<file path="config.mk">
export PLATFORM = sky130hd
export DESIGN_NAME = wb_debug_port
export DESIGN_NICKNAME = d
export VERILOG_FILES = /design/src/accel_pkg.sv /design/src/wb_debug_port.sv
export VERILOG_INCLUDE_DIRS = /design/src
export SDC_FILE = /design/constraint.sdc
export NUM_CORES = 1
export LEC_CHECK = 0
export ABC_CLOCK_PERIOD_IN_PS = 4500
export BUFFER_PORTS_ARGS = -buffer_cell sky130_fd_sc_hd__clkbuf_2
export CAP_MARGIN = 15
export CORE_MARGIN = 2
export CORE_UTILIZATION = 37
export DETAILED_ROUTE_END_ITERATION = 8
export HOLD_SLACK_MARGIN = 0.02
export PLACE_DENSITY = 0.89
export SYNTH_ARGS = -nofsm -noshare
export SYNTH_HDL_FRONTEND = slang
export SYNTH_SLANG_ARGS = --single-unit
</file>
<file path="constraint.sdc">
create_clock -name clk -period 4.5 [get_ports clk]
set_clock_uncertainty 0.1 [all_clocks]
set_input_delay 0.9 -clock clk [delete_from_list [all_inputs] [get_ports clk]]
set_output_delay 0.9 -clock clk [all_outputs]
set_load 0.02 [all_outputs]
</file>
<file path="src/accel_defs.svh">
`ifndef ACCEL_DEFS_SVH
`define ACCEL_DEFS_SVH

// Stream and memory widths
`define ACC_HALF_W        16
`define ACC_WORD_W        32
`define ACC_LINE_WORDS    8
`define ACC_LINE_HALVES   16

// Bank depths
`define ACC_INSTR_DEPTH   512
`define ACC_DATA_DEPTH    256

`define ACC_FIFO_DEPTH    4

// Wishbone word address map
`define ACC_WB_ADR_W      12
`define ACC_WB_BANK_BIT   11
`define ACC_WB_INSTR_MSB  8
`define ACC_WB_LINE_MSB   10
`define ACC_WB_LINE_LSB   3
`define ACC_WB_WORD_MSB   2

`endif

</file>
<file path="src/accel_pkg.sv">
`include "accel_defs.svh"

package accel_pkg;

    typedef logic [`ACC_HALF_W-1:0] half_t;
    typedef logic [`ACC_WORD_W-1:0] word_t;
    typedef logic [$clog2(`ACC_INSTR_DEPTH)-1:0] instr_addr_t;
    typedef logic [$clog2(`ACC_DATA_DEPTH)-1:0] line_addr_t;

    // One data line, seen as words by the bus and as halfwords by the streams
    typedef union packed {
        word_t [`ACC_LINE_WORDS-1:0]  words;
        half_t [`ACC_LINE_HALVES-1:0] halves;
    } data_line_u;

    typedef enum logic [1:0] {
        load_instr = 2'd0,
        load_data  = 2'd1,
        drain      = 2'd2,
        reserved   = 2'd3
    } cmd_kind_e;

    typedef struct packed {
        cmd_kind_e  kind;
        logic [5:0] rsvd;
        logic [7:0] count;
    } cmd_t;

    typedef struct packed {
        logic                     cyc;
        logic                     stb;
        logic                     we;
        logic [`ACC_WB_ADR_W-1:0] adr;
        word_t                    dat;
    } wb_req_t;

    typedef struct packed {
        logic        valid;
        logic        data_bank;
        instr_addr_t addr;
        data_line_u  line;
    } load_wr_t;

    typedef struct packed {
        logic                               valid;
        logic                               we;
        logic                               data_bank;
        instr_addr_t                        idx;
        logic [$clog2(`ACC_LINE_WORDS)-1:0] word_sel;
        word_t                              data;
    } dbg_req_t;

    typedef struct packed {
        logic       valid;
        line_addr_t start;
        logic [7:0] count;
    } drain_job_t;

endpackage

</file>
<file path="src/wb_debug_port.sv">
`timescale 1ns/1ps
`include "accel_defs.svh"

module wb_debug_port (
    input  logic                clk,
    input  logic                rst_n_i,
    input  accel_pkg::wb_req_t  wb_i,
    output accel_pkg::word_t    wb_dat_o,
    output logic                wb_ack_o,
    output accel_pkg::dbg_req_t dbg_req_o,
    input  logic                dbg_grant_i,
    input  accel_pkg::word_t    dbg_rdata_i
);
    import accel_pkg::*;

    logic        bank_sel;
    instr_addr_t idx_dec;

    // Address decode
    assign bank_sel = wb_i.adr[`ACC_WB_BANK_BIT];
    assign idx_dec  = bank_sel ?
                      instr_addr_t'(wb_i.adr[`ACC_WB_LINE_MSB:`ACC_WB_LINE_LSB]) :
                      wb_i.adr[`ACC_WB_INSTR_MSB:0];

    // Read word is returned by the arbiter in the ack cycle
    assign wb_dat_o = dbg_rdata_i;

    always_ff @(posedge clk) begin
        if (!rst_n_i) begin
            dbg_req_o.valid <= 1'b0;
            wb_ack_o        <= 1'b0;
        end else begin
            wb_ack_o <= dbg_req_o.valid && dbg_grant_i;
            if (dbg_req_o.valid) begin
                if (dbg_grant_i) begin
                    dbg_req_o.valid <= 1'b0;
                end
            end else if (wb_i.cyc && wb_i.stb && !wb_ack_o) begin
                dbg_req_o <= '{valid:     1'b1,
                               we:        wb_i.we,
                               data_bank: bank_sel,
                               idx:       idx_dec,
                               word_sel:  wb_i.adr[`ACC_WB_WORD_MSB:0],
                               data:      wb_i.dat};
            end
        end
    end

endmodule

</file>
# Yosys cells after proc, flatten, opt, wreduce, memory -nomap -nowiden
# Index checks and enable logic that the tools add are counted.
[totals]
reg_bits = 48
inputBits = 82
output_inout_bits = 80
elab_cells = 18
[classes]
mux = 4
n_bitwise = 1
reduce_logical = 5
[op_table]
columns = ["cell", "n"]
rows = [
  ["$mux 47", 1],
  ["$mux 9", 1],
  ["$logic_and 1x1->1", 3],
  ["$reduce_and 3->1", 1],
  ["$mux 1", 2],
  ["$logic_not 1->1", 1],
  ["$not 1->1", 1],
]

# Longest topological paths before layout
[depth]
depth_word = 4
mapped_depth = 2
ltp_nobuf = 2

# Worst setup path before layout
# Ideal clock, no wire load.
[synth_path]
path_kind = "input to register"
startpoint = "input port rst_n_i"
endpoint = "register dbg_req_o[0] (netlist bit), enable pin"
setup_ns = 0.450
t_arrival_ns = 2.954
required_ns = 3.950
path_slack_ns = 0.996
cell_stages = 2
n_path_buf = 0
path_cell_list = "nand4b_1 nor2_1"
[synth_via]
elab_chain_cells = 1
[synth_lines]
columns = ["element", "line", "text"]
rows = [
  ["from (decl)", "wb_debug_port.sv:6", "input logic rst_n_i,"],
  ["$reduce_and 3->1 (no line)", "--", ""],
  ["to (signal assigned)", "wb_debug_port.sv:39", "dbg_req_o <= '{valid: 1'b1,"],
  ["to (decl)", "wb_debug_port.sv:10", "output accel_pkg::dbg_req_t dbg_req_o,"],
]
# No other way between the ends.
# A chain may end at the register's enable or synchronous reset.

# Worst setup path after layout
[layout_path]
startpoint = "input port rst_n_i"
endpoint = "register dbg_req_o[3] (netlist bit), enable pin"
# Same word-level chain as after synthesis.

==> results.sh <==
export IMPL_status="completed"
export IMPL_vdd_ir_drop_max_uv=127
export IMPL_syn_area_sq_mm=0.00183
export IMPL_r2r_start="wb_ack_o"
export IMPL_highest_layer="met4"
export IMPL_antenna_cells=0
export IMPL_cts_setup_buffers=0
export IMPL_worst_pin_slew_ns=0.488
export IMPL_p_per_area_mw_per_mm2=360
export IMPL_worstHoldStart="dbg_req_o[46]"
export IMPL_final_nets=249
export IMPL_final_util_pct=47.6
export IMPL_start_kind="input port"
export IMPL_die_h_um=74.4
export IMPL_final_cell_mix="clkbuf_2 (97), edfxtp_1 (46), mux2_4 (8), clkbuf_8 (5), dfxtp_1 (2)"
export IMPL_cts_buffers=5
export IMPL_grt_pass1_vias=964
export IMPL_place_congestion=0.777
export IMPL_synth_nets=177
export IMPL_rsz0062_at_grt="no"
export IMPL_cts_buffer_depth=2
export IMPL_drc=0
export IMPL_pwr_share_clk_pct=28.7
export IMPL_routed_wl_met3_um=550
export IMPL_leakage_nw=0.973
export IMPL_die_width_um=74.4
export IMPL_slew_headroom_pct=67.4
export IMPL_seq_power_share_pct=62.6
export IMPL_synthCells=95
export IMPL_dieArea_sq_mm=0.00553
export IMPL_hold_viol=0
export IMPL_fill_cells=397
export IMPL_cts_root_buf="clkbuf_8"
export IMPL_antenna_left=0
export IMPL_fin_tns_setup_ns=0
export IMPL_antenna_found_initial=0
export IMPL_power_switching_mw=0.168
export IMPL_worstSkewPairLatency_ns=0.29
export IMPL_slew_violations=0
export IMPL_crit_start="rst_n_i"
export IMPL_cts_sinks=48
export IMPL_ys_ff_latch=48
export IMPL_path_clk_slew_ns=0.08
export IMPL_coreArea_sq_mm=0.00475
export IMPL_worstPathRequired_ns=4.39
export IMPL_p_int_mw=0.646
export IMPL_place_ws_ns=1.88
export IMPL_mostFrequentLayoutCell="clkbuf_2"
export IMPL_ctsResizeCount=0
export IMPL_routed_wl_met2_um=2040
export IMPL_worstSetupPathType="input port to flip-flop"
export IMPL_setup_viol=0
export IMPL_wl_um=3750
export IMPL_ff_latch_area_sq_mm=0.00142
export IMPL_ys_warnings_count=0
export IMPL_cap_viol_max_count=0
export IMPL_worstPathMaxFanout=30
export IMPL_start_util_pct=38.6
export IMPL_postSynthAreaPerCell_sq_um=19.3
export IMPL_ios=162
export IMPL_syn2layout_area_growth_pct=23.4
export IMPL_rows=25
export IMPL_end_kind="flip-flop"
export IMPL_cts_hold_buf=0
export IMPL_setup_slack_ns=2.50
export IMPL_post_drt_wl_per_cell_um=16.0
export IMPL_wl_met1_um=1050
export IMPL_arrival_ns=1.89
export IMPL_grt_use_total_pct=12.5
export IMPL_overflow=0
export IMPL_layout_drive_gt1_share_pct=67.9
export IMPL_port_buffers=97
export IMPL_firstDrtPassIters=3
export IMPL_post_route_period_util_pct=44.4
export IMPL_power_frac_comb_pct=8.7
export IMPL_clock_fmax_mhz=501
export IMPL_netSwitchingFraction_pct=20.6
export IMPL_drtIter0Drc=44
export IMPL_hold_path_class="flip-flop to flip-flop"
export IMPL_final_min_clock_period_ns=2.00
export IMPL_grt_pass1_wl_um=4920
export IMPL_grt_max_degree=47
export IMPL_yosysSeqAreaShare_pct=77.5
export IMPL_routed_via_count=1005
export IMPL_yosysUniqueCellTypes=11
export IMPL_viasPerCell=4.28
export IMPL_multi_input_area_sq_um=168
export IMPL_cts_tree="yes"
export IMPL_h_tree_depth=2
## final timing paths
check             cells past startpoint  slack [ns]       endpoint
hold / removal                        1        0.49  dbg_req_o[46]
hold reg to reg                       1        0.49  dbg_req_o[46]
setup / recovery                      4        2.50   dbg_req_o[3]
setup reg to reg                      3        2.84   dbg_req_o[3]
## metal layers
metal | GRT usage (%) | vias up
li1 | - | 457
met1 | 9.75 | 440
met2 | 23.1 | 90
met3 | 5.83 | 18
met4 | 9.92 | 0
met5 | 0 | -
## state kept, by name (all words and copies together) (netlist names)
register   cells
dbg_req_o     47
wb_ack_o       1
## metrics by stage
step	std cells	area [sq um]	total power [mW]	hold WS, ns
5_1_grt	235	2260	0.839	0.508
4_1_cts	234	2240	0.822	0.487
6_report	235	2260	0.814	0.485
3_3_place_gp	226	2160	0.587	0.444
2_1_floorplan	95	1830	0.595	0.465
3_5_place_dp	226	2160	0.590	0.467
## power groups by stage
stage	clock network [mW]	logic, mW	registers (mW)
floorplan	0	0.0591	0.536
global placement	0	0.0677	0.519
detailed placement	0	0.0700	0.520
CTS	0.242	0.0702	0.510
global route	0.252	0.0768	0.510
finish	0.234	0.0708	0.509
## critical path, cell delays in order
cell and delay, ns:
clkbuf_2 0.10, nand4b_1 0.18, nor2_4 0.44, buf_12 0.26
## cells in the mapped netlist
master,n,area (sq um)
edfxtp_1,46,1380
buf_4,32,240
mux2_4,8,120
dfxtp_1,2,40.0
and2b_2,1,8.76
and3_1,1,6.26
buf_6,1,11.3
nand3b_1,1,7.51
nand4b_1,1,8.76
nor2_1,1,3.75
o21ai_0,1,5.00
## layout make-up
class	instances	share of cell area, %
clock buffer	6	3.21
clock inverter	2	0.498
multi-input combinational	14	7.41
sequential	48	62.8
tap	67	3.71
timing repair buffer	98	22.3
## kinds of logic (layout without fill, tap and decap cells)
group                  count (synthesis)  after routing  synth area share, %
AO/OA/AOI/OAI                          1              1                0.273
buffers and inverters                 33            106                 13.7
AND/OR/NAND/NOR                        5              5                 1.91
flip-flops                            48             48                 77.5
multiplexers                           8              8                 6.55
Power figures use the tool's default switching activity.
