===== src/accel_defs.svh =====
`ifndef ACCEL_DEFS_SVH
`define ACCEL_DEFS_SVH

// Stream and memory widths
`define ACC_HALF_W        16
`define ACC_WORD_W        32
`define ACC_LINE_WORDS    8
`define ACC_LINE_HALVES   16

// Bank depths
`define ACC_INSTR_DEPTH   512
`define ACC_DATA_DEPTH    256

`define ACC_FIFO_DEPTH    4

// Wishbone word address map
`define ACC_WB_ADR_W      12
`define ACC_WB_BANK_BIT   11
`define ACC_WB_INSTR_MSB  8
`define ACC_WB_LINE_MSB   10
`define ACC_WB_LINE_LSB   3
`define ACC_WB_WORD_MSB   2

`endif


===== src/accel_pkg.sv =====
`include "accel_defs.svh"

package accel_pkg;

    typedef logic [`ACC_HALF_W-1:0] half_t;
    typedef logic [`ACC_WORD_W-1:0] word_t;
    typedef logic [$clog2(`ACC_INSTR_DEPTH)-1:0] instr_addr_t;
    typedef logic [$clog2(`ACC_DATA_DEPTH)-1:0] line_addr_t;

    // One data line, seen as words by the bus and as halfwords by the streams
    typedef union packed {
        word_t [`ACC_LINE_WORDS-1:0]  words;
        half_t [`ACC_LINE_HALVES-1:0] halves;
    } data_line_u;

    typedef enum logic [1:0] {
        load_instr = 2'd0,
        load_data  = 2'd1,
        drain      = 2'd2,
        reserved   = 2'd3
    } cmd_kind_e;

    typedef struct packed {
        cmd_kind_e  kind;
        logic [5:0] rsvd;
        logic [7:0] count;
    } cmd_t;

    typedef struct packed {
        logic                     cyc;
        logic                     stb;
        logic                     we;
        logic [`ACC_WB_ADR_W-1:0] adr;
        word_t                    dat;
    } wb_req_t;

    typedef struct packed {
        logic        valid;
        logic        data_bank;
        instr_addr_t addr;
        data_line_u  line;
    } load_wr_t;

    typedef struct packed {
        logic                               valid;
        logic                               we;
        logic                               data_bank;
        instr_addr_t                        idx;
        logic [$clog2(`ACC_LINE_WORDS)-1:0] word_sel;
        word_t                              data;
    } dbg_req_t;

    typedef struct packed {
        logic       valid;
        line_addr_t start;
        logic [7:0] count;
    } drain_job_t;

endpackage


===== src/drain_unit.sv =====
`timescale 1ns/1ps
`include "accel_defs.svh"

module drain_unit (
    input  logic                  clk,
    input  logic                  rst_n_i,
    input  accel_pkg::drain_job_t job_i,
    output logic                  busy_o,
    output logic                  rd_o,
    output accel_pkg::line_addr_t rd_addr_o,
    input  accel_pkg::data_line_u line_i,
    input  logic                  out_full_n_i,
    output logic                  out_push_o,
    output accel_pkg::half_t      out_data_o
);
    import accel_pkg::*;

    typedef enum logic [1:0] {
        st_idle,
        st_fetch,
        st_wait,
        st_shift
    } state_e;

    state_e     state;
    line_addr_t line_addr;
    logic [7:0] lines_left;
    logic [3:0] half_idx;
    data_line_u shift_q;

    // Busy covers the job cycle so the sequencer never misses it
    assign busy_o     = (state != st_idle) || job_i.valid;
    assign rd_o       = (state == st_fetch);
    assign rd_addr_o  = line_addr;
    assign out_push_o = (state == st_shift) && out_full_n_i;
    assign out_data_o = shift_q.halves[0];

    always_ff @(posedge clk) begin
        if (!rst_n_i) begin
            state <= st_idle;
        end else begin
            case (state)
                st_idle: begin
                    if (job_i.valid) begin
                        line_addr  <= job_i.start;
                        lines_left <= job_i.count;
                        state      <= st_fetch;
                    end
                end
                st_fetch: begin
                    state <= st_wait;
                end
                st_wait: begin
                    shift_q  <= line_i;
                    half_idx <= '0;
                    state    <= st_shift;
                end
                st_shift: begin
                    if (out_push_o) begin
                        shift_q.halves <= shift_q.halves >> `ACC_HALF_W;
                        half_idx       <= half_idx + 1'b1;
                        if (half_idx == 4'(`ACC_LINE_HALVES - 1)) begin
                            if (lines_left == '0) begin
                                state <= st_idle;
                            end else begin
                                lines_left <= lines_left - 1'b1;
                                line_addr  <= line_addr + 1'b1;
                                state      <= st_fetch;
                            end
                        end
                    end
                end
                default: state <= st_idle;
            endcase
        end
    end

endmodule


===== config.mk =====
export PLATFORM = sky130hd
export DESIGN_NAME = drain_unit
export DESIGN_NICKNAME = d
export VERILOG_FILES = /design/src/accel_pkg.sv /design/src/drain_unit.sv
export VERILOG_INCLUDE_DIRS = /design/src
export SDC_FILE = /design/constraint.sdc
export NUM_CORES = 1
export LEC_CHECK = 0
export CAP_MARGIN = 20
export CORE_ASPECT_RATIO = 1.75
export CORE_UTILIZATION = 45
export CTS_BUF_LIST = sky130_fd_sc_hd__clkbuf_2 sky130_fd_sc_hd__clkbuf_4 sky130_fd_sc_hd__clkbuf_8
export CTS_CLUSTER_DIAMETER = 30
export DETAILED_ROUTE_END_ITERATION = 10
export DONT_BUFFER_PORTS = 1
export GPL_ROUTABILITY_DRIVEN = 0
export PLACE_DENSITY = 0.65
export SYNTH_ARGS = -nofsm -noshare
export SYNTH_HDL_FRONTEND = slang
export SYNTH_SLANG_ARGS = --single-unit

===== constraint.sdc =====
create_clock -name clk -period 7.9 [get_ports clk]
set_input_delay 0.395 -clock clk [delete_from_list [all_inputs] [get_ports clk]]
set_output_delay 0.395 -clock clk [all_outputs]
set_load 0.005 [all_outputs]

Word level (Yosys, flattened, before mapping):

Index checks and enable logic that the tools add are counted.

* reductions and logical operators: 10
* divide/modulo/power cells: 0
* bitwise gates (word level): 0
* muxes and demuxes: 19
* $lt $le $gt $ge: 0
* shift-type cells: 0
* add/subtract/negate cells: 3
* equal/unequal tests: 8
* multipliers: 0

Operator list (count)
* $pmux 256 s2: 1
* $mux 256: 1
* $mux 8: 8
* $pmux 8 s2: 2
* $add 8x1->8 const B: 1
* $logic_not 8->1: 1
* $pmux 2 s4: 1
* $pmux 4 s2: 1
* $sub 8x1->8 const B: 1
* $mux 2: 3
* $ne 2x2->1 const B: 3
* $reduce_and 3->1: 2
* $reduce_and 6->1: 1
* $reduce_bool 2->1: 3
* $add 4x1->4 const B: 1
* $eq 2x2->1 const B: 2
* $eq 4x4->1 const B: 1
* $mux 4: 1
* $eq 2x1->1 const B: 1
* $logic_not 2->1: 1
* $ne 2x1->1 const B: 1
* $logic_and 1x1->1: 1
* $logic_or 1x1->1: 1
* $mux 1: 1

* bits in writable memories: 0
* logic and storage cells: 45
* input bits: 276
* output and inout bits: 27
* bits in latches: 0
* register bits after elaboration: 278
* memory bits (read-only): 0
* memories kept: 0

Logic depth before layout (Yosys ltp):

* depth after elaboration: 5
* mapped depth: 6

Worst setup path after synthesis:

Ideal clock, no wire load.

* path kind: reg-to-reg
* from: reg state[1]
* to: reg half_idx[0] (enable)
* setup slack: 0.509 ns
* required time: 7.256 ns
* stages on the path, launching flop included: 6
* setup time: 0.644 ns
* clock period less this slack: 7.391 ns
* data arrival time: 6.747 ns
* cells stage by stage: dfxtp_1 -> ha_1 -> buf_6 -> buf_4 -> and2_1 -> o21a_1

* longest elaborated chain between the ends: 4

Ends and longest elaborated chain
* start: declaration: line drain_unit.sv:25 `state_e state;`
* start signal: assignment: line drain_unit.sv:40 `state <= st_idle;`
* start signal: assignment: line drain_unit.sv:47 `state <= st_fetch;`
* start signal: assignment: line drain_unit.sv:51 `state <= st_wait;`
* $eq 2x2->1: line drain_unit.sv:35 `assign out_push_o = (state == st_shift) && out_full_n_i;`
* $logic_and 1x1->1: line drain_unit.sv:35
* named net out_push_o: line drain_unit.sv:13 `output logic out_push_o,`
* $ne 2x2->1 (no line)
* $reduce_and 3->1 (no line)
* end signal: assignment: line drain_unit.sv:61 `half_idx <= half_idx + 1'b1;`
* end: declaration: line drain_unit.sv:28 `logic [3:0] half_idx;`

The timed path passes the listed nets, and every way through them passes these cells.
A chain may end at the register's enable or synchronous reset.

Worst setup path after layout:

* from: reg state[1]
* to: reg shift_q[41] (netlist bit) (data pin)

* longest elaborated chain between the ends: 2

Ends and longest elaborated chain
* $eq 2x2->1: line drain_unit.sv:42 `case (state)`
* $pmux 256 s2 *: line drain_unit.sv:42
* end signal: assignment: line drain_unit.sv:54 `shift_q <= line_i;`
* end: declaration: line drain_unit.sv:29 `data_line_u shift_q;`

Mark *: on every way between the ends. The rest lies on a longest branch, timed or not.

==> results.toml <==
[timing]
slew_headroom = 0.257
final.period_utilization = 0.414
worst-slew-pin-transition_ns = 1.11
final_hold_viol_count = 0
min_period_ns = 3.27
rsz_0062_raised_after_global_routing = "no"
holdWs_ns = 0.0477
max_clock_freq_ghz = 0.305
worst_clock_skew_ns = 0.0236
setup_total_negative_slack_ns = 0
setup_violations = 0
slew_viol_final = 0

[yosys]
synthMostInstantiatedCell = "edfxtp_1"
syn-instance-count = 677
syn-cell-area_um2 = 12900
syn_avg_cell_area_um2 = 19.0
yosys_register_bits = 278
synth_sequential_area_ratio = 0.646
synth_area_leaders = "edfxtp_1 64%, mux2_4 22%, mux2_2 4.7%"
synth.distinct_cells = 36
primary_ff_master_synth = "edfxtp_1"
synth_top_cells_by_count = "276 x edfxtp_1, 187 x mux2_4, 54 x mux2_2, 22 x buf_6"
synth-edff-count = 276
async_reset_ff_frac = 0
yosys_warning_total = 0
synth_top_cell_area_share = 0.643
synth_area_leader_cell = "edfxtp_1"
synth.net_count = 962

[routing]
wl_um = 22800
initialDrtViolationCount = 177
firstDrtPassIters = 4
vias = 5848
drc_markers = 0
detail_route.wl_per_cell_um = 19.7
post_drt_via_cell_ratio = 5.04
detail-route-antenna-nets = 0

[global_route]
grt_antenna_before_repair = 0
remaining_overflow_grt = 0
grt_use_total = 0.151
grtUsageMet3 = 0.0633
vias_in_the_first_global_route = 6418
global_route.peak_usage_layer = "met2"
wire_length_of_the_first_global_routing_pass_um = 33100
pin_count_of_the_biggest_net_entering_global_routing = 139
grt.met2_usage = 0.272
grt_util_met1 = 0.148

[critical_path]
crit_path_max_fanout = 61
worst_setup_path_end_kind = "register"
worstPathRequired_ns = 8.21
worst-setup-path-type = "register to register"
cp_data_arrival_time_ns = 3.59
crit_path_start_kind = "register"

[power_and_ir_drop]
peakVddDrop_mv = 0.156
switching_share = 0.251
cellPowerDensity_nw_per_um2 = 281
p_int_mw = 3.08
power_leakage_nw = 5.13
pwr-share-seq = 0.501
switching_power_mw = 1.03
comb_power_share = 0.180
clkPwrFrac = 0.319

[final_layout]
multi_input_comb_area_um2 = 4130
syn2layout_area_growth_pct = 13.7
fin_cells = 1160
finalCoreUtilization = 0.522
filler_cell_count = 2273
seq_area_um2 = 8330
design.final.nets = 1037
final_layout_size_suffix_gt1_frac = 0.417
antennaDiodeCount = 0

[clock_tree]
clk_pin_slew_worst_paths_ns = 0.07
clock_latency_on_the_worst_skew_pair_ns = 0.56
num_cts_buffers = 46
postCtsSetupBuffers = 0
cts_tree = "yes"
clock_tree.htree_level_count = 2
cts_root_buf = "clkbuf_8"
post_cts_resize_count = 0
cts.sinks = 278
max-clock-path-buffers = 3

[placed_design]
dp.cells = 1008
dp_hpwl_um = 14800
buffers_on_ports = 0

[job]
max-cap-violations = 0

[floorplanning]
coreArea_um2 = 28100
dieArea_um2 = 29300
top_level_ports = 303
die_x_um = 130
std_cell_rows = 81
initial_core_util = 0.459
die-height_um = 226

[run_status]
run_status = "finished clean"

[min_path]
worstHoldPathType = "input pin to register"
## registers in the layout, summed over array words and instances (netlist names)
signal	count
shift_q	256
lines_left	8
rd_addr_o	8
half_idx	4
state	2
## cell families (layout without fill, tap and decap cells)
family / after synthesis / in the layout / share of synthesized area
compound gates: 20 / 20 / 0.00932
xor+xnor: 14 / 14 / 0.00952
fa+ha+maj: 9 / 9 / 0.00874
buf+inv: 53 / 163 / 0.0349
flops: 278 / 278 / 0.646
mux: 243 / 243 / 0.267
simple gates: 60 / 60 / 0.0244
## per-layer routing
metal,share of wire,vias up
met5,0,-
met4,0.025,0
met3,0.10,43
met2,0.52,270
met1,0.35,2799
li1,-,2736
## final cells by class
type	count	share of cell area
clock buffers	59	0.0512
well taps	373	0.0319
inverters	5	0.00128
clock inverters	24	0.0145
repair buffers	75	0.0511
flip-flops and latches	278	0.568
multi-input cells	346	0.282
## layout by cell type (no fill, tap or decap), types with 4 or more instances in the layout
cell / count
nor2_1: 18
a21oi_1: 12
nand2_1: 5
clkbuf_8: 49
xor2_1: 10
ha_1: 8
inv_1: 4
mux2_4: 187
nor2b_1: 18
edfxtp_1: 276
clkinv_4: 4
mux2_2: 54
clkinv_2: 5
clkbuf_4: 10
nand3_1: 8
buf_4: 5
clkinv_1: 8
dlygate4sd3_1: 69
xnor2_1: 4
## per-stage QoR
stage,area [um^2],setup slack [ns],power (mW)
finish,14700,4.63,4.11
CTS,14500,4.61,4.17
global placement,13000,4.78,2.76
detailed placement,13000,4.65,2.81
floorplan,12900,0.509,2.77
global route,14700,4.47,4.30
## path summary, 6_finish.rpt
kind	start	to	slack, ns	cells past startpoint
worst max register to register	state[1]	shift_q[41]	4.63	4
worst min-delay path	line_i[89]	shift_q[89]	0.05	1
worst max-delay path	state[1]	shift_q[41]	4.63	4
worst min register to register	shift_q[183]	shift_q[167]	0.53	1
## power groups by stage
stage	registers (mW)	logic, mW	clock network [mW]
floorplan	2.12	0.648	0
global placement	2.08	0.679	0
detailed placement	2.09	0.719	0
CTS	2.06	0.744	1.36
global route	2.08	0.799	1.42
finish	2.06	0.742	1.31
## worst max-delay path: stages (launching register included)
cell     delay [ns]
dfxtp_1        0.45
ha_4           0.39
buf_4          0.80
buf_4          0.83
mux2_2         0.42
## what timing repair did
item / CTS / global route
setup endpoints to repair: 0 / 0
hold buffers: 53 / 16
endpoints found under the hold margin: 54 / 16
No activity file was read; power rests on OpenSTA's default activity.
