**config.mk**
```make
export PLATFORM = sky130hd
export DESIGN_NAME = stream_fifo
export DESIGN_NICKNAME = d
export VERILOG_FILES = /design/src/accel_pkg.sv /design/src/stream_fifo.sv
export VERILOG_INCLUDE_DIRS = /design/src
export SDC_FILE = /design/constraint.sdc
export NUM_CORES = 1
export LEC_CHECK = 0
export BUFFER_PORTS_ARGS = -buffer_cell sky130_fd_sc_hd__clkbuf_2
export CORE_UTILIZATION = 50
export CTS_BUF_LIST = sky130_fd_sc_hd__clkbuf_8
export DETAILED_ROUTE_END_ITERATION = 12
export PLACE_DENSITY = 0.71
export SYNTH_ARGS = -nofsm -noshare
export SYNTH_HDL_FRONTEND = slang
export SYNTH_SLANG_ARGS = --single-unit
```
**constraint.sdc**
```tcl
create_clock -name clk -period 3.5 [get_ports clk]
set_clock_uncertainty 0.05 [all_clocks]
set_input_delay 0.35 -clock clk [delete_from_list [all_inputs] [get_ports clk]]
set_output_delay 0.35 -clock clk [all_outputs]
set_load 0.03 [all_outputs]
```
**src/accel_defs.svh**
```systemverilog
`ifndef ACCEL_DEFS_SVH
`define ACCEL_DEFS_SVH

// Stream and memory widths
`define ACC_HALF_W        16
`define ACC_WORD_W        32
`define ACC_LINE_WORDS    8
`define ACC_LINE_HALVES   16

// Bank depths
`define ACC_INSTR_DEPTH   512
`define ACC_DATA_DEPTH    256

`define ACC_FIFO_DEPTH    4

// Wishbone word address map
`define ACC_WB_ADR_W      12
`define ACC_WB_BANK_BIT   11
`define ACC_WB_INSTR_MSB  8
`define ACC_WB_LINE_MSB   10
`define ACC_WB_LINE_LSB   3
`define ACC_WB_WORD_MSB   2

`endif

```
**src/accel_pkg.sv**
```systemverilog
`include "accel_defs.svh"

package accel_pkg;

    typedef logic [`ACC_HALF_W-1:0] half_t;
    typedef logic [`ACC_WORD_W-1:0] word_t;
    typedef logic [$clog2(`ACC_INSTR_DEPTH)-1:0] instr_addr_t;
    typedef logic [$clog2(`ACC_DATA_DEPTH)-1:0] line_addr_t;

    // One data line, seen as words by the bus and as halfwords by the streams
    typedef union packed {
        word_t [`ACC_LINE_WORDS-1:0]  words;
        half_t [`ACC_LINE_HALVES-1:0] halves;
    } data_line_u;

    typedef enum logic [1:0] {
        load_instr = 2'd0,
        load_data  = 2'd1,
        drain      = 2'd2,
        reserved   = 2'd3
    } cmd_kind_e;

    typedef struct packed {
        cmd_kind_e  kind;
        logic [5:0] rsvd;
        logic [7:0] count;
    } cmd_t;

    typedef struct packed {
        logic                     cyc;
        logic                     stb;
        logic                     we;
        logic [`ACC_WB_ADR_W-1:0] adr;
        word_t                    dat;
    } wb_req_t;

    typedef struct packed {
        logic        valid;
        logic        data_bank;
        instr_addr_t addr;
        data_line_u  line;
    } load_wr_t;

    typedef struct packed {
        logic                               valid;
        logic                               we;
        logic                               data_bank;
        instr_addr_t                        idx;
        logic [$clog2(`ACC_LINE_WORDS)-1:0] word_sel;
        word_t                              data;
    } dbg_req_t;

    typedef struct packed {
        logic       valid;
        line_addr_t start;
        logic [7:0] count;
    } drain_job_t;

endpackage

```
**src/stream_fifo.sv**
```systemverilog
`timescale 1ns/1ps
`include "accel_defs.svh"

module stream_fifo (
    input  logic             clk,
    input  logic             rst_n_i,
    input  accel_pkg::half_t din_i,
    input  logic             push_i,
    output logic             full_n_o,
    output accel_pkg::half_t dout_o,
    input  logic             pop_i,
    output logic             empty_n_o
);
    import accel_pkg::*;

    localparam int unsigned PTR_W = $clog2(`ACC_FIFO_DEPTH);

    half_t            mem [`ACC_FIFO_DEPTH];
    logic [PTR_W-1:0] wr_ptr;
    logic [PTR_W-1:0] rd_ptr;
    logic [PTR_W:0]   count;
    logic             do_push;
    logic             do_pop;

    assign full_n_o  = (count != (PTR_W + 1)'(`ACC_FIFO_DEPTH));
    assign empty_n_o = (count != '0);
    assign do_push   = push_i && full_n_o;
    assign do_pop    = pop_i && empty_n_o;
    assign dout_o    = mem[rd_ptr];

    always_ff @(posedge clk) begin
        if (do_push) begin
            mem[wr_ptr] <= din_i;
        end
    end

    // Pointers wrap naturally at the power-of-two depth
    always_ff @(posedge clk) begin
        if (!rst_n_i) begin
            wr_ptr <= '0;
            rd_ptr <= '0;
            count  <= '0;
        end else begin
            if (do_push) begin
                wr_ptr <= wr_ptr + 1'b1;
            end
            if (do_pop) begin
                rd_ptr <= rd_ptr + 1'b1;
            end
            if (do_push && !do_pop) begin
                count <= count + 1'b1;
            end else if (do_pop && !do_push) begin
                count <= count - 1'b1;
            end
        end
    end

endmodule

```
# Yosys cells after proc, flatten, opt, wreduce, memory -nomap -nowiden
# Memories as Yosys holds them, arrays and structs flattened. A register that Yosys moved wholly into a read port is not among the register bits.
# Index checks and enable logic that the tools add are counted.
[word_totals]
romBits = 0
output_inout_bits = 18
ramBits = 64
latch_bits = 0
elab_cells = 23
n_memories = 1
reg_bits = 7
[mem_list]
columns = ["memory", "words", "width", "rd", "rd_clocked_by_memory_dff", "write_ports", "line_no", "text"]
rows = [
  ["mem", 4, 16, 1, 1, 1, "stream_fifo.sv:18", "half_t mem [`ACC_FIFO_DEPTH];"],
]
[classes]
div_mod_pow = 0
mul = 0
order_cmp = 0
shift = 0
mux = 6
n_eq_ne = 1
n_reduce_logical = 8
addsub = 4
n_bitwise = 0
[ops]
columns = ["cell", "n"]
rows = [
  ["two-way mux 3 bit", 2],
  ["adder 2 x 1 -> 2 bit (second input constant)", 2],
  ["logical AND 1 bit", 4],
  ["two-way mux 2 bit", 2],
  ["adder 3 x 1 -> 3 bit (second input constant)", 1],
  ["inequality test 3 bit (second input constant)", 1],
  ["nonzero test 3 bit", 1],
  ["subtractor 3 x 1 -> 3 bit (second input constant)", 1],
  ["zero test 1 bit", 2],
  ["two-way mux 1 bit", 2],
  ["nonzero test 2 bit", 1],
]

# Depth between registers and ports, before layout
[logic_depth]
word_depth = 6
mapped_depth = 8
depth_no_buf = 8

# Worst setup path before layout
# Ideal clock, no wire load.
[synth_path]
path_type = "reg-to-reg"
startpoint = "register count[0]"
endpoint = "register count[2]"
path_slack_ps = 1337
path_buffers = 0
arrival_time_ps = 2038
setup_time_ps = 76
path_stages_with_launch = 9
period_less_slack_ps = 2163
required_time_ps = 3374
path_cell_list = "dfxtp_1 nor2_1 a21boi_2 ha_1 inv_1 fa_1 xor2_1 or3_1 a21boi_0"
[synth_via]
elab_chain_len = 5
elab_cells_between_ends = 13
cone_classes = "add/sub: 2; eq/ne: 1; mux: 2; reduce/logical: 8"
[synth_rtl]
columns = ["item", "line_no", "text"]
rows = [
  ["start, declared", "stream_fifo.sv:21", "logic [PTR_W:0] count;"],
  ["start signal, assigned", "stream_fifo.sv:51", "count <= count + 1'b1;"],
  ["start signal, assigned", "stream_fifo.sv:53", "count <= count - 1'b1;"],
  ["inequality test 3 bit *", "stream_fifo.sv:25", "assign full_n_o = (count != (PTR_W + 1)'(`ACC_FIFO_DEPTH));"],
  ["logical AND 1 bit *", "stream_fifo.sv:27", "assign do_push = push_i && full_n_o;"],
  ["named net do_push", "stream_fifo.sv:22", "logic do_push;"],
  ["zero test 1 bit", "stream_fifo.sv:52", "end else if (do_pop && !do_push) begin"],
  ["logical AND 1 bit", "stream_fifo.sv:52", ""],
  ["nonzero test 2 bit (no source line)", "n/a", ""],
]
# Mark *: on every way through the listed nets, which the timed path passes. The rest lies on a longest branch. The select of a mux whose other input is x is not followed.
# A chain may end at the register's enable or synchronous reset.

# Worst setup path after layout
# Ends and elaborated chain as after synthesis.

==> summary.txt <==
status: completed
grt ovf: 0
Yosys top cell area share: 0.6764
Chip Width: 77.39 µm
Yosys cell types: 24
ys async rst share: 0
reg2reg end: count[2]$_SDFFE_PN0P_
htree depth: 3
Area Growth Syn to Fin: 15.24%
dominant cells by area after synthesis: edfxtp_1 68%, mux4_2 7.9%, dfxtp_1 6.3%, mux4_1 5.5%, ha_1 2.2%
critical path launch point type: flip-flop
routed len/inst: 17.53 µm
Placed Cells incl. Taps: 237
Synth area leader: edfxtp_1
logic gate share of total power: 0.288
fin util: 0.5946
average size of a mapped cell: 21.53 µm²
first-pass GRT wire length: 7086 µm
worst hold-check path type: input pin to flip-flop
CP endpoint kind: flip-flop
PortBufs: 37
fin area: 3274 µm²
delay-heaviest family, CP: adder cells
area occupied by multi-input gates: 683.2 µm²
via count: 1,335
Core Box Area: 5507 µm²
initial DRC count: 49
CP Max Fanout: 7
drt total wl: 4436 µm
final setup vio count: 0
flop2flop setup slack: 1.07 ns
initial antenna violation count: 0
# nets final: 202
Total Routing Usage GR: 0.1666
# hold bufs at CTS: 0
placed inst area: 3079 µm²
layout cells sized above 1: 0.3702
vias per std cell: 5.277
most common flop cell mapped by yosys: edfxtp_1
syn nets: 158
final worst setup slack: 1.074 ns
Power Density: 755.3 nW/µm²
crit path from: count[0]$_SDFFE_PN0P_
relative slew slack: 0.4306
hpwl dp: 2857 µm
Crit path depth: 8
largest net degree at the start of global routing: 17
GP Congestion: 0.6399
DIE HEIGHT: 77.39 µm
CP bufs+invs: 1
DRC: 0
RSZ-0062 raised after global routing: false
crit path to: count[2]$_SDFFE_PN0P_
Sw Pwr: 795.9 µW
Reg2Reg Depth: 8
Worst VDD drop: 0.3230 mV
Starting Density: 0.5160
Rows: 27
register share of total power: 0.458
I/O pins: 38
EDFF count, synth: 64
Slew @ Worst Pin: 0.8541 ns
Final ANT Viol Nets: 0
n_diodes: 0
drt first pass iters: 4
CP arrival: 2.63 ns
period utilization: 0.6930
max_cap viols: 0
filler instances: 407
mapped cell area: 2841 µm²
Crit path largest cell delay: 0.52 ns
Synth Register Bits: 73
FF/Latch Area: 2102 µm²
f_max: 412.3 MHz
endpoints failing hold: 0
clock root buffer: clkbuf_8
vias in the first global route: 1,418
Setup Slack @ Placement: 1.046 ns
Clock Latency Late Sink: 0.33 ns
CTS sink cnt: 73
critical path class: flip-flop to flip-flop
P_int: 1677 µW
area of the die: 5988 µm²
CTS tree: built
setup tns final: 0 ns
fraction of power spent switching nets: 0.3218
WP data required: 3.70 ns
clock power share: 0.254
CTS buffer count: 9
fin cells: 253
setup bufs post-CTS: 0
crit-path cells: nor2_1, a21boi_2, ha_1, inv_1, fa_1, xor2_1, or3_1, a21boi_0
CTS resizes: 0
maximum clock path buffer count: 2
Tmin final: 2.426 ns
Yosys Warn Count: 0
Seq/Total Area, Yosys: 0.7398
Pleak: 0.001160 µW
CP max stage cell: dfxtp_1
Worst R2R Start: count[0]$_SDFFE_PN0P_
clock slew at reported path FFs: 0.08 ns
cells after synthesis: 132
Slew Limit Fails: 0
-- power by group through the flow --
stage	registers, µW	clock network [µW]	logic [µW]
5_1_grt	1140	679	761
6_report	1130	629	712
3_3_place_gp	1140	0	702
3_5_place_dp	1150	0	722
4_1_cts	1130	644	725
2_1_floorplan	1120	0	587
-- worst reg2reg max path, cell delays in order, from the launching register on --
cell and delay [ns]:
dfxtp_1 0.52, nor2_1 0.12, a21boi_2 0.31, ha_1 0.25
inv_1 0.06, fa_1 0.38, xor2_1 0.16, or3_1 0.32
a21boi_0 0.18
-- cell usage in the layout, fill, tap and decap left out, types with 2 or more instances in the layout --
cell	synthesis	final
and2_1	8	8
clkbuf_2	0	37
clkbuf_8	0	9
clkinv_2	0	3
clkinv_4	0	3
dfxtp_1	9	9
edfxtp_1	64	64
ha_1	5	5
inv_1	3	3
mux2i_1	3	3
mux4_1	6	6
mux4_2	10	10
nand2_1	5	5
or3_1	2	2
xnor2_1	3	3
-- through the flow --
step / total power [µW] / hold slack, ns
after global routing: 2585 / 0.1712
after CTS: 2503 / 0.1716
after floorplan: 1712 / 0.3989
after detailed placement: 1876 / 0.4595
final: 2473 / 0.1832
after global placement: 1844 / 0.4307
-- kinds of logic after synthesis --
family                     count (synthesis)  synth area share
DFF                                       73            0.7398
buffers and inverters                      8           0.01981
adders and majority gates                  6           0.02906
AOI/OAI and AO/OA                          5           0.02158
muxes                                     19            0.1453
and+or+nand+nor                           17           0.03215
xor gates and xnor gates                   4           0.01233
-- cell usage after synthesis, drive strengths merged (2+ instances only) --
master / n
a21boi: 2
and2: 8
buf: 4
dfxtp: 9
edfxtp: 64
ha: 5
inv: 3
mux2i: 3
mux4: 16
nand2: 5
or3: 2
xnor2: 3
-- routing by layer --
| layer | vias to the layer above | track usage | part of all wire |
|---|---|---|---|
| met5 | - | 0 | 0 |
| met3 | 7 | 0.04588 | 0.050 |
| li1 | 617 | - | - |
| met4 | 0 | 0.07358 | 0.011 |
| met2 | 35 | 0.2823 | 0.53 |
| met1 | 676 | 0.1993 | 0.41 |
-- flip-flops by register name, indices dropped and copies added, names as in the netlist, named ones only --
register / flops
count: 3
mem: 64
rd_ptr: 2
wr_ptr: 2
-- area by class of cell --
| type | instances | share of cell area |
|---|---|---|
| sequential | 73 | 0.6420 |
| inverter | 3 | 0.003439 |
| timing repair buffer | 38 | 0.05885 |
| clock buffer | 9 | 0.03783 |
| clock inverter | 7 | 0.02178 |
| tap | 72 | 0.02751 |
| multi-input combinational | 51 | 0.2086 |
-- worst min-delay path by stage --
stage | startpoint | end | slack [ns] | cells after the start
after floorplan | din_i[0] | mem[0][0]$_DFFE_PP_ | 0.40 | 0
after global placement | wr_ptr[0]$_SDFFE_PN0P_ | wr_ptr[0]$_SDFFE_PN0P_ | 0.43 | 2
after detailed placement | wr_ptr[0]$_SDFFE_PN0P_ | wr_ptr[0]$_SDFFE_PN0P_ | 0.46 | 2
after CTS | din_i[9] | mem[1][9]$_DFFE_PP_ | 0.17 | 1
after global routing | din_i[8] | mem[0][8]$_DFFE_PP_ | 0.17 | 1
final | din_i[9] | mem[1][9]$_DFFE_PP_ | 0.18 | 1
Power figures use the tool's default switching activity.
