File: config.mk
export PLATFORM = sky130hd
export DESIGN_NAME = load_sequencer
export DESIGN_NICKNAME = d
export VERILOG_FILES = /design/src/accel_pkg.sv /design/src/load_sequencer.sv
export VERILOG_INCLUDE_DIRS = /design/src
export SDC_FILE = /design/constraint.sdc
export NUM_CORES = 1
export LEC_CHECK = 0
export ABC_AREA = 0
export BUFFER_PORTS_ARGS = -buffer_cell sky130_fd_sc_hd__buf_2
export CORE_MARGIN = 10
export CORE_UTILIZATION = 57
export CTS_BUF_LIST = sky130_fd_sc_hd__clkbuf_16
export CTS_CLUSTER_SIZE = 25
export DETAILED_ROUTE_END_ITERATION = 10
export PLACE_DENSITY_LB_ADDON = 0.05
export SLEW_MARGIN = 25
export SYNTH_ARGS = -nofsm -noshare
export SYNTH_HDL_FRONTEND = slang
export SYNTH_SLANG_ARGS = --single-unit
File: constraint.sdc
create_clock -name clk -period 21.3 [get_ports clk]
set_input_delay 1.065 -clock clk [delete_from_list [all_inputs] [get_ports clk]]
set_output_delay 1.065 -clock clk [all_outputs]
set_load 0.02 [all_outputs]
File: src/accel_defs.svh
`ifndef ACCEL_DEFS_SVH
`define ACCEL_DEFS_SVH

// Stream and memory widths
`define ACC_HALF_W        16
`define ACC_WORD_W        32
`define ACC_LINE_WORDS    8
`define ACC_LINE_HALVES   16

// Bank depths
`define ACC_INSTR_DEPTH   512
`define ACC_DATA_DEPTH    256

`define ACC_FIFO_DEPTH    4

// Wishbone word address map
`define ACC_WB_ADR_W      12
`define ACC_WB_BANK_BIT   11
`define ACC_WB_INSTR_MSB  8
`define ACC_WB_LINE_MSB   10
`define ACC_WB_LINE_LSB   3
`define ACC_WB_WORD_MSB   2

`endif

File: src/accel_pkg.sv
`include "accel_defs.svh"

package accel_pkg;

    typedef logic [`ACC_HALF_W-1:0] half_t;
    typedef logic [`ACC_WORD_W-1:0] word_t;
    typedef logic [$clog2(`ACC_INSTR_DEPTH)-1:0] instr_addr_t;
    typedef logic [$clog2(`ACC_DATA_DEPTH)-1:0] line_addr_t;

    // One data line, seen as words by the bus and as halfwords by the streams
    typedef union packed {
        word_t [`ACC_LINE_WORDS-1:0]  words;
        half_t [`ACC_LINE_HALVES-1:0] halves;
    } data_line_u;

    typedef enum logic [1:0] {
        load_instr = 2'd0,
        load_data  = 2'd1,
        drain      = 2'd2,
        reserved   = 2'd3
    } cmd_kind_e;

    typedef struct packed {
        cmd_kind_e  kind;
        logic [5:0] rsvd;
        logic [7:0] count;
    } cmd_t;

    typedef struct packed {
        logic                     cyc;
        logic                     stb;
        logic                     we;
        logic [`ACC_WB_ADR_W-1:0] adr;
        word_t                    dat;
    } wb_req_t;

    typedef struct packed {
        logic        valid;
        logic        data_bank;
        instr_addr_t addr;
        data_line_u  line;
    } load_wr_t;

    typedef struct packed {
        logic                               valid;
        logic                               we;
        logic                               data_bank;
        instr_addr_t                        idx;
        logic [$clog2(`ACC_LINE_WORDS)-1:0] word_sel;
        word_t                              data;
    } dbg_req_t;

    typedef struct packed {
        logic       valid;
        line_addr_t start;
        logic [7:0] count;
    } drain_job_t;

endpackage

File: src/load_sequencer.sv
`timescale 1ns/1ps
`include "accel_defs.svh"

module load_sequencer (
    input  logic                  clk,
    input  logic                  rst_n_i,
    input  accel_pkg::half_t      in_data_i,
    input  logic                  in_empty_n_i,
    output logic                  in_pop_o,
    output accel_pkg::load_wr_t   load_wr_o,
    output accel_pkg::drain_job_t drain_job_o,
    input  logic                  drain_busy_i
);
    import accel_pkg::*;

    typedef enum logic [1:0] {
        st_cmd,
        st_addr,
        st_payload,
        st_wait_drain
    } state_e;

    state_e      state;
    cmd_t        cmd_q;
    logic [3:0]  half_idx;
    instr_addr_t item_addr;
    data_line_u  line_q;
    data_line_u  line_next;
    logic        last_half;

    // No halfwords are taken while a drain is running
    assign in_pop_o = in_empty_n_i && (state != st_wait_drain);

    always_comb begin
        line_next = line_q;
        line_next.halves[half_idx] = in_data_i;
    end

    assign last_half = (cmd_q.kind == load_data) ?
                       (half_idx == 4'(`ACC_LINE_HALVES - 1)) :
                       (half_idx == 4'(`ACC_WORD_W / `ACC_HALF_W - 1));

    // ---------------------------------------------------------
    // Command parser and item collector
    // ---------------------------------------------------------

    always_ff @(posedge clk) begin
        if (!rst_n_i) begin
            state             <= st_cmd;
            load_wr_o.valid   <= 1'b0;
            drain_job_o.valid <= 1'b0;
        end else begin
            load_wr_o.valid   <= 1'b0;
            drain_job_o.valid <= 1'b0;
            if (in_pop_o) begin
                case (state)
                    st_cmd: begin
                        cmd_q <= cmd_t'(in_data_i);
                        state <= st_addr;
                    end
                    st_addr: begin
                        case (cmd_q.kind)
                            drain: begin
                                drain_job_o <= '{valid: 1'b1,
                                                 start: in_data_i[7:0],
                                                 count: cmd_q.count};
                                state       <= st_wait_drain;
                            end
                            reserved: begin
                                state <= st_cmd;
                            end
                            default: begin
                                item_addr <= in_data_i[8:0];
                                half_idx  <= '0;
                                state     <= st_payload;
                            end
                        endcase
                    end
                    st_payload: begin
                        line_q   <= line_next;
                        half_idx <= half_idx + 1'b1;
                        if (last_half) begin
                            load_wr_o <= '{valid:     1'b1,
                                           data_bank: (cmd_q.kind == load_data),
                                           addr:      item_addr,
                                           line:      line_next};
                            item_addr <= item_addr + 1'b1;
                            half_idx  <= '0;
                            // Count holds the items left minus one
                            if (cmd_q.count == '0) begin
                                state <= st_cmd;
                            end else begin
                                cmd_q.count <= cmd_q.count - 1'b1;
                            end
                        end
                    end
                    default: ;
                endcase
            end
            if (state == st_wait_drain && !drain_busy_i) begin
                state <= st_cmd;
            end
        end
    end

endmodule

Yosys cells after proc, flatten, opt, wreduce, memory -nomap -nowiden
Index checks and enable logic that the tools add are counted.
{"block": "totals", "regBits": 565, "output_inout_bits": 285, "wordCells": 71}
{"block": "op_classes", "add_sub_neg": 3, "n_lt_le_gt_ge": 2, "n_eq_ne": 13, "n_mux": 19, "bitwise_logic": 1, "n_reduce_logical": 20}
{"op": "$mux 267", "count": 1}
{"op": "$bwmux 256", "count": 1}
{"op": "$demux 16 s4", "count": 1}
{"op": "$mux 9", "count": 2}
{"op": "$pmux 9 s2", "count": 1}
{"op": "$mux 17", "count": 1}
{"op": "$mux 16", "count": 1}
{"op": "$mux 8", "count": 2}
{"op": "$pmux 8 s2", "count": 1}
{"op": "$reduce_and 4->1", "count": 4}
{"op": "$ne 2x2->1 const B", "count": 5}
{"op": "$reduce_and 5->1", "count": 2}
{"op": "$add 9x1->9 const B", "count": 1}
{"op": "$reduce_and 3->1", "count": 3}
{"op": "$eq 2x2->1 const B", "count": 4}
{"op": "$logic_not 8->1", "count": 1}
{"op": "$mux 4", "count": 2}
{"op": "$pmux 4 s2", "count": 1}
{"op": "$sub 8x1->8 const B", "count": 1}
{"op": "$pmux 2 s3", "count": 1}
{"op": "$lt 4x5->1 const B", "count": 1}
{"op": "$add 4x1->4 const B", "count": 1}
{"op": "$eq 2x1->1 const B", "count": 2}
{"op": "$eq 4x1->1 const B", "count": 1}
{"op": "12 further kinds", "count": 17}

Longest topological paths before layout
Gate-level depths: netlist of the first run.
{"block": "depth", "depth_word": 6, "mapped_depth": 7, "depth_no_buf": 6}

Worst setup path after synthesis of the first run
Ideal clock, no wire load.
{"block": "synth_timing", "path_kind": "input port to flip-flop", "start": "in in_empty_n_i", "end": "reg load_wr_o[0] (netlist bit), enable pin", "arrival_time_ps": 19108, "path_slack_ps": 1533, "path_stages": 4, "path_cell_list": "nor2b_1 -> nand2_1 -> nor2_1 -> and2_1"}
{"block": "synth_via", "elab_chain_len": 2}
{"item": "from (decl)", "line": "load_sequencer.sv:8", "rtl": "input logic in_empty_n_i,"}
{"item": "$logic_and 1x1->1", "line": "load_sequencer.sv:32", "rtl": "assign in_pop_o = in_empty_n_i && (state != st_wait_drain);"}
{"item": "$reduce_and 4->1 (no line)"}
{"item": "to (signal assigned)", "line": "load_sequencer.sv:83", "rtl": "load_wr_o <= '{valid: 1'b1,"}
{"item": "to (decl)", "line": "load_sequencer.sv:10", "rtl": "output accel_pkg::load_wr_t load_wr_o,"}
No other way between the ends.
A chain may end at the register's enable or synchronous reset.

Worst setup path after layout of the first run
{"block": "layout_timing", "start": "reg state[0]", "end": "reg load_wr_o[62] (netlist bit), enable pin"}
{"block": "layout_via", "elab_chain_len": 3, "elab_cells_between_ends": 4, "cone_classes": "2 x eq/ne; 2 x reduce/logical"}
{"item": "from (decl)", "line": "load_sequencer.sv:23", "rtl": "state_e state;"}
{"item": "from (signal assigned)", "line": "load_sequencer.sv:49", "rtl": "state <= st_cmd;"}
{"item": "from (signal assigned)", "line": "load_sequencer.sv:59", "rtl": "state <= st_addr;"}
{"item": "from (signal assigned)", "line": "load_sequencer.sv:67", "rtl": "state <= st_wait_drain;"}
{"item": "$ne 2x2->1", "line": "load_sequencer.sv:32"}
{"item": "$logic_and 1x1->1", "line": "load_sequencer.sv:32"}
{"item": "$reduce_and 4->1 (no line) *"}
Every way passes the cells marked *; elsewhere a longest branch is shown, timed or not.

==> impl_metrics.env, run 1 <==
export IMPL_tightestPinTransition_ns=1.04
export IMPL_crit_reg2reg_capture="load_wr_o[62]"
export IMPL_grtUsageMet3_pct=5.37
export IMPL_synth_avg_cell_area_um2=20.7
export IMPL_final_critical_path_required_period_ns=4.25
export IMPL_placed_cell_area_um2=23000
export IMPL_run_status="completed"
export IMPL_post_route_period_util_pct=19.9
export IMPL_die_area_um2=45100
export IMPL_synth_simple_area_share_pct=2.52
export IMPL_launching_element_type_of_the_critical_path="flip-flop"
export IMPL_post_dp_hpwl_um=29000
export IMPL_worstHoldStart="item_addr[8]"
export IMPL_ant_nets=0
export IMPL_num_vias=10304
export IMPL_final_layout_size_suffix_gt1_share_pct=46.6
export IMPL_grt_first_pass_wirelength_um=66600
export IMPL_power_ir_vdd_worst_v=0.0000723
export IMPL_setup_worst_path_class="reg2reg"
export IMPL_dominant_combinational_cell_family_by_area_after_synthesis="multiplexers"
export IMPL_cts_setup_buffers=0
export IMPL_globalRouteTotalUtil_pct=19.7
export IMPL_finalSetupViolations=0
export IMPL_stdcell_area_um2=24800
export IMPL_p_switching_mw=0.421
export IMPL_clk_transition_reported_paths_ns=0.06
export IMPL_setup_tns_final_ns=0
export IMPL_postCtsHoldBufs=0
export IMPL_timing_final_hold_violations=0
export IMPL_cp_data_arrival_time_ns=4.48
export IMPL_syn_cell_area_um2=21100
export IMPL_yosys_area_share_adder_pct=0.712
export IMPL_flip_flop_and_latch_count_after_synthesis=565
export IMPL_drt_pass1_iterations=5
export IMPL_routing_usage_on_met1_pct=26.6
export IMPL_max_freq_mhz=236
export IMPL_powerDensity_nw_per_um2=88.5
export IMPL_switching_share_pct=19.2
export IMPL_synth_lib_cells_used_distinct=37
export IMPL_floorplan_die_height_um=212
export IMPL_total_clock_buffers_created_by_cts=54
export IMPL_std_cell_rows=70
export IMPL_clock_insertion_delay_worst_skew_ns=0.59
export IMPL_grt_max_degree=198
export IMPL_pwr_share_seq_pct=55.3
export IMPL_wl_per_cell_um=24.4
export IMPL_drt_first_iter_violations=681
export IMPL_final_weighted_congestion_of_routability_driven_global_placement=0.754
export IMPL_yosys_warnings=0
export IMPL_detail_route_drc_violations=0
export IMPL_crit_path_top_delay_cell="sky130_fd_sc_hd__ha_1"
export IMPL_portBuffers=304
export IMPL_clock_tree_from_tritoncts="yes"
export IMPL_cts_resized=0
export IMPL_post_layout_nonfiller_instances=1853
export IMPL_crit_path_cell_trace="inv_1, ha_1, inv_1, nor2_4, and2_4, buf_12, buf_16, buf_16"
export IMPL_growth_of_design_area_from_synthesis_to_finish_pct=17.8
export IMPL_post_layout_total_power_mw=2.20
export IMPL_cts_root_buffer_cell="sky130_fd_sc_hd__clkbuf_16"
export IMPL_design_core_area_um2=36500
export IMPL_drt_wl_total_um=45200
export IMPL_final_net_count=1372
export IMPL_placed_instance_count=1749
export IMPL_numClockSinks=565
export IMPL_critical_path_required_ns=21.54
export IMPL_power_clock_fraction_pct=43.1
export IMPL_nets_in_the_synthesized_netlist=1049
export IMPL_synth_sequential_area_ratio_pct=80.2
export IMPL_die_width_um=212
export IMPL_r2r_start="state[0]"
export IMPL_slew_headroom_pct=30.9
export IMPL_synth_instances=1017
export IMPL_total_leakage_power_nw=8.84
export IMPL_cp_max_fo=127
export IMPL_synth_compound_area_share_pct=0.908
export IMPL_max_cap_violations=0
export IMPL_cts_max_level=2
export IMPL_via_per_inst=5.56
export IMPL_fin_worst_skew_ns=0.0139
export IMPL_ys_flop_type="sky130_fd_sc_hd__edfxtp_1"
export IMPL_synth_xor_area_share_pct=0.581
export IMPL_global_route_overflow_total=0
export IMPL_report_final_slew_viol_count=0
export IMPL_rsz0062_at_grt="false"
export IMPL_type_of_the_tightest_min_delay_check="reg2reg"
export IMPL_initial_utilization_pct=57.8
export IMPL_combPwrFrac_pct=1.6
export IMPL_internal_reg_to_reg_setup_slack_ns=17.05
export IMPL_asyncSetResetFlopFracSynth_pct=0
export IMPL_grt_busiest_layer="met2"
export IMPL_r2r_cells=8
export IMPL_hold_depth=0
export IMPL_boundaryPins=305
export IMPL_count_of_flip_flops_with_a_built_in_enable_after_synthesis=561
export IMPL_internal_power_of_the_cells_mw=1.78
export IMPL_antenna_found_initial=0
export IMPL_num_antenna_cells=0
export IMPL_critical_path_endpoint_type="flip-flop"
export IMPL_timing_hold_worst_endpoint="load_wr_o[264]"
export IMPL_clockBufferDepth=3
export IMPL_fin_util_pct=68.0
export IMPL_cp_slowest_stage_delay_ns=0.84
export IMPL_groute_layer_met2_usage_pct=31.0
export IMPL_muxShareOfSynthArea_pct=13.5
export IMPL_via_count_of_the_first_global_routing_pass=10484
## synth_stat cells (4+ instances only)
cell	instances	area [µm²]
sky130_fd_sc_hd__edfxtp_1	561	16800
sky130_fd_sc_hd__mux2_2	221	2490
sky130_fd_sc_hd__nand2_1	22	82.6
sky130_fd_sc_hd__nor2_1	20	75.1
sky130_fd_sc_hd__clkbuf_1	19	71.3
sky130_fd_sc_hd__mux2_4	16	240
sky130_fd_sc_hd__a21oi_1	15	75.1
sky130_fd_sc_hd__buf_6	14	158
sky130_fd_sc_hd__o21ai_0	13	65.1
sky130_fd_sc_hd__ha_1	12	150
sky130_fd_sc_hd__and2_1	9	56.3
sky130_fd_sc_hd__buf_2	9	45.0
sky130_fd_sc_hd__inv_1	9	33.8
sky130_fd_sc_hd__mux2_1	8	90.1
sky130_fd_sc_hd__nand2_4	8	90.1
sky130_fd_sc_hd__xnor2_1	8	70.1
sky130_fd_sc_hd__nand3_1	7	35.0
sky130_fd_sc_hd__xor2_1	6	52.6
sky130_fd_sc_hd__dfxtp_1	4	80.1
sky130_fd_sc_hd__nand3_2	4	40.0
## flip-flops by register name, indices dropped and copies added (netlist names)
register / cells
item_addr: 9
state: 2
half_idx: 4
drain_job_o: 17
load_wr_o: 267
line_q: 256
cmd_q: 10
## routing by layer
layer | vias up | routed length (µm)
met5 | - | 0
met4 | 0 | 867
met3 | 57 | 3340
met2 | 316 | 21600
met1 | 5314 | 19400
li1 | 4617 | -
## power by group through the flow
stage	logic, mW	clock network, mW	registers (mW)
global route	0.0395	1.02	1.22
detailed placement	0.0364	0	1.24
floorplan	0.0222	0	1.24
CTS	0.0366	0.970	1.22
global placement	0.0356	0	1.24
finish	0.0358	0.949	1.22
## worst max-delay path, delay by kind of cell (launching register included)
kind / cells / cell delay, ns
fa+ha+maj: 1 / 0.84
flops: 1 / 0.35
simple gates: 2 / 1.01
buf+inv: 5 / 1.38
## cells by family after synthesis
family                   after synthesis
XOR/XNOR                              14
buffers and inverters                 53
multiplexers                         248
adder cells (fa/ha/maj)               12
AND/OR/NAND/NOR                       93
flip-flops                           565
AO/OA/AOI/OAI                         32
## metrics by stage
step | hold slack, ns | setup slack (ns)
2_1_floorplan | 0.449 | 1.53
3_3_place_gp | 0.463 | 17.26
3_5_place_dp | 0.467 | 17.22
4_1_cts | 0.482 | 17.21
5_1_grt | 0.491 | 16.78
6_report | 0.478 | 17.05
## layout by cell type, fill, tap and decap left out, types with 2 or more instances in the layout
master	n
sky130_fd_sc_hd__a21oi_1	15
sky130_fd_sc_hd__and2_1	6
sky130_fd_sc_hd__and2_2	2
sky130_fd_sc_hd__and2b_1	3
sky130_fd_sc_hd__and3_1	2
sky130_fd_sc_hd__buf_12	2
sky130_fd_sc_hd__buf_16	3
sky130_fd_sc_hd__buf_2	304
sky130_fd_sc_hd__buf_4	2
sky130_fd_sc_hd__bufinv_16	6
sky130_fd_sc_hd__clkbuf_16	57
sky130_fd_sc_hd__clkinv_1	16
sky130_fd_sc_hd__clkinv_2	10
sky130_fd_sc_hd__clkinv_4	2
sky130_fd_sc_hd__clkinvlp_4	3
sky130_fd_sc_hd__dfxtp_1	4
sky130_fd_sc_hd__edfxtp_1	561
sky130_fd_sc_hd__ha_1	12
sky130_fd_sc_hd__inv_1	16
sky130_fd_sc_hd__mux2_1	8
sky130_fd_sc_hd__mux2_2	221
sky130_fd_sc_hd__mux2_4	16
sky130_fd_sc_hd__mux2i_1	3
sky130_fd_sc_hd__nand2_1	22
sky130_fd_sc_hd__nand2_4	8
sky130_fd_sc_hd__nand2b_1	3
sky130_fd_sc_hd__nand3_1	7
sky130_fd_sc_hd__nand3_2	4
sky130_fd_sc_hd__nand4_1	2
sky130_fd_sc_hd__nor2_1	19
sky130_fd_sc_hd__nor2b_1	3
sky130_fd_sc_hd__nor3_1	2
sky130_fd_sc_hd__nor3b_1	2
sky130_fd_sc_hd__nor4_1	2
sky130_fd_sc_hd__o21ai_0	13
sky130_fd_sc_hd__xnor2_1	8
sky130_fd_sc_hd__xor2_1	6
## final cells by class
cell class / count / area [µm²]
Timing Repair Buffer: 311 / 1660
Clock buffer: 57 / 1430
Sequential cell: 565 / 16900
Clock inverter: 44 / 357
Tap cell: 468 / 586
Inverter: 9 / 33.8
Multi-Input combinational cell: 399 / 3860
Fill cell: 2412 / 11700
## worst max path at each step
stage | startpoint | to | cells past startpoint
floorplan | in_empty_n_i | load_wr_o[0] | 4
finish | state[0] | load_wr_o[62] | 8
global placement | state[0] | load_wr_o[28] | 6
detailed placement | state[0] | load_wr_o[29] | 6
CTS | state[0] | load_wr_o[28] | 6
global route | state[0] | load_wr_o[29] | 8
No activity file was read; power rests on OpenSTA's default activity.
==> run 2: changes to the inputs <==
- CORE_UTILIZATION: 57 -> 51
- clock period: 21.3 -> 3.4 ns (I/O delays scaled with it)
==> impl_metrics.env, run 2 (synthesized netlist as in run 1, its figures left out) <==
export IMPL_run_status="completed"
export IMPL_post_route_worst_setup_slack_ns=0.799
export IMPL_grt_first_pass_wirelength_um=70200
export IMPL_initial_utilization_pct=51.7
export IMPL_critical_path_required_ns=3.65
export IMPL_die_area_um2=49900
export IMPL_area_sequential_um2=16900
export IMPL_portBuffers=304
export IMPL_power_ir_vdd_worst_v=0.000386
export IMPL_largest_register_ffs=267
export IMPL_drt_pass1_iterations=5
export IMPL_powerDensity_nw_per_um2=543
export IMPL_total_clock_buffers_created_by_cts=54
export IMPL_fin_worst_skew_ns=0.0145
export IMPL_slew_headroom_pct=46.6
export IMPL_fillers=3025
export IMPL_most_flop_heavy_register="load_wr_o"
export IMPL_timing_final_hold_violations=0
export IMPL_max_cap_violations=0
export IMPL_via_per_inst=5.36
export IMPL_numClockSinks=565
export IMPL_final_critical_path_required_period_ns=2.60
export IMPL_via_count_of_the_first_global_routing_pass=10591
export IMPL_launching_element_type_of_the_critical_path="flip-flop"
export IMPL_globalRouteTotalUtil_pct=18.5
export IMPL_num_vias=10351
export IMPL_growth_of_design_area_from_synthesis_to_finish_pct=18.4
export IMPL_report_final_slew_viol_count=0
export IMPL_cts_resized=0
export IMPL_cp_data_arrival_time_ns=2.85
export IMPL_clk_transition_reported_paths_ns=0.06
export IMPL_post_route_period_util_pct=76.5
export IMPL_post_dp_hpwl_um=30400
export IMPL_clock_insertion_delay_worst_skew_ns=0.59
export IMPL_num_antenna_cells=0
export IMPL_post_layout_nonfiller_instances=1930
export IMPL_place_ws_ns=0.771
export IMPL_antenna_found_initial=0
export IMPL_type_of_the_tightest_min_delay_check="in2reg"
export IMPL_tightestPinTransition_ns=0.800
export IMPL_ant_nets=0
export IMPL_clockBufferDepth=3
export IMPL_multiInputGateArea_um2=3890
export IMPL_detail_route_drc_violations=0
export IMPL_final_weighted_congestion_of_routability_driven_global_placement=0.777
export IMPL_layout_commonest_cell="sky130_fd_sc_hd__edfxtp_1"
export IMPL_rsz0062_at_grt="false"
export IMPL_final_net_count=1385
export IMPL_wl_per_cell_um=24.4
export IMPL_floorplan_die_height_um=223
export IMPL_critical_path_endpoint_type="flip-flop"
export IMPL_die_width_um=223
export IMPL_drt_wl_total_um=47000
export IMPL_clock_tree_from_tritoncts="yes"
export IMPL_placed_instance_count=1825
export IMPL_layout_top_registers="load_wr_o: 267 flops, line_q: 256 flops, drain_job_o: 17 flops"
export IMPL_global_route_overflow_total=0
export IMPL_cts_max_level=2
export IMPL_design_core_area_um2=40800
export IMPL_total_leakage_power_nw=8.89
export IMPL_cts_root_buffer_cell="sky130_fd_sc_hd__clkbuf_16"
export IMPL_most_common_layout_cells="sky130_fd_sc_hd__edfxtp_1 (561), sky130_fd_sc_hd__buf_2 (304), sky130_fd_sc_hd__mux2_2 (221)"
export IMPL_cp_max_fo=34
export IMPL_boundaryPins=305
export IMPL_drt_first_iter_violations=907
export IMPL_finalSetupViolations=0
export IMPL_grt_max_degree=182
export IMPL_max_freq_mhz=384
export IMPL_setup_worst_path_class="reg2reg"
export IMPL_std_cell_rows=74
export IMPL_final_layout_size_suffix_gt1_share_pct=46.9
-- run 2: stage by stage --
stage	util (%)	cell area [µm²]	total power, mW	TNS (ns)	hold slack, ns
finish	61.2	25000	13.6	0	0.0412
global route	61.2	25000	14.0	0	0.0288
CTS	61.1	24900	13.7	0	0.0164
detailed placement	56.9	23200	8.01	0	0.489
global placement	56.9	23200	8.00	0	0.462
floorplan	-	21100	7.90	-1854.19	0.269
-- run 2: where the power goes --
| group | internal (mW) | switching, mW | total (mW) |
|---|---|---|---|
| sequential | 7.60 | 0.0188 | 7.62 |
| combinational | 0.0768 | 0.160 | 0.236 |
| clock | 3.23 | 2.48 | 5.70 |
| total | 10.9 | 2.66 | 13.6 |
-- run 2: layout make-up --
type	instances	share of cell area (%)
Clock buffer	55	5.51
Clock inverter	46	1.24
Inverter	9	0.135
Multi-Input combinational cell	399	15.6
Sequential cell	565	67.8
Tap cell	532	2.67
Timing Repair Buffer	324	7.10
-- run 2: timing repair --
| action | CTS | global route |
|---|---|---|
| hold buffers | 3 | 0 |
| buffers inserted | 0 | 0 |
| hold endpoints to repair | 4 | 0 |
-- run 2: path summary, 6_finish.rpt --
path                                   start              end  slack [ns]  depth (start not counted)
worst max-delay path             half_idx[2]   load_wr_o[122]        0.80                          4
worst min-delay path            in_data_i[6]  drain_job_o[14]        0.04                          1
worst max register to register   half_idx[2]   load_wr_o[122]        0.80                          4
worst min register to register  item_addr[1]   load_wr_o[257]        0.51                          0
-- run 2: layer usage --
| metal | track usage (%) | up-vias | wire length (µm) |
|---|---|---|---|
| met5 | 0 | - | 0 |
| met4 | 4.29 | 0 | 664 |
| met3 | 5.66 | 52 | 3350 |
| met2 | 29.5 | 294 | 23000 |
| met1 | 24.6 | 5363 | 20000 |
| li1 | - | 4642 | - |
-- run 2: worst max-delay path, cell delays in order, from the launching register on --
cell and delay [ns]:
sky130_fd_sc_hd__edfxtp_1 0.56, sky130_fd_sc_hd__or2_1 0.31, sky130_fd_sc_hd__o32ai_4 0.34, sky130_fd_sc_hd__and2_4 0.60
sky130_fd_sc_hd__buf_4 0.43
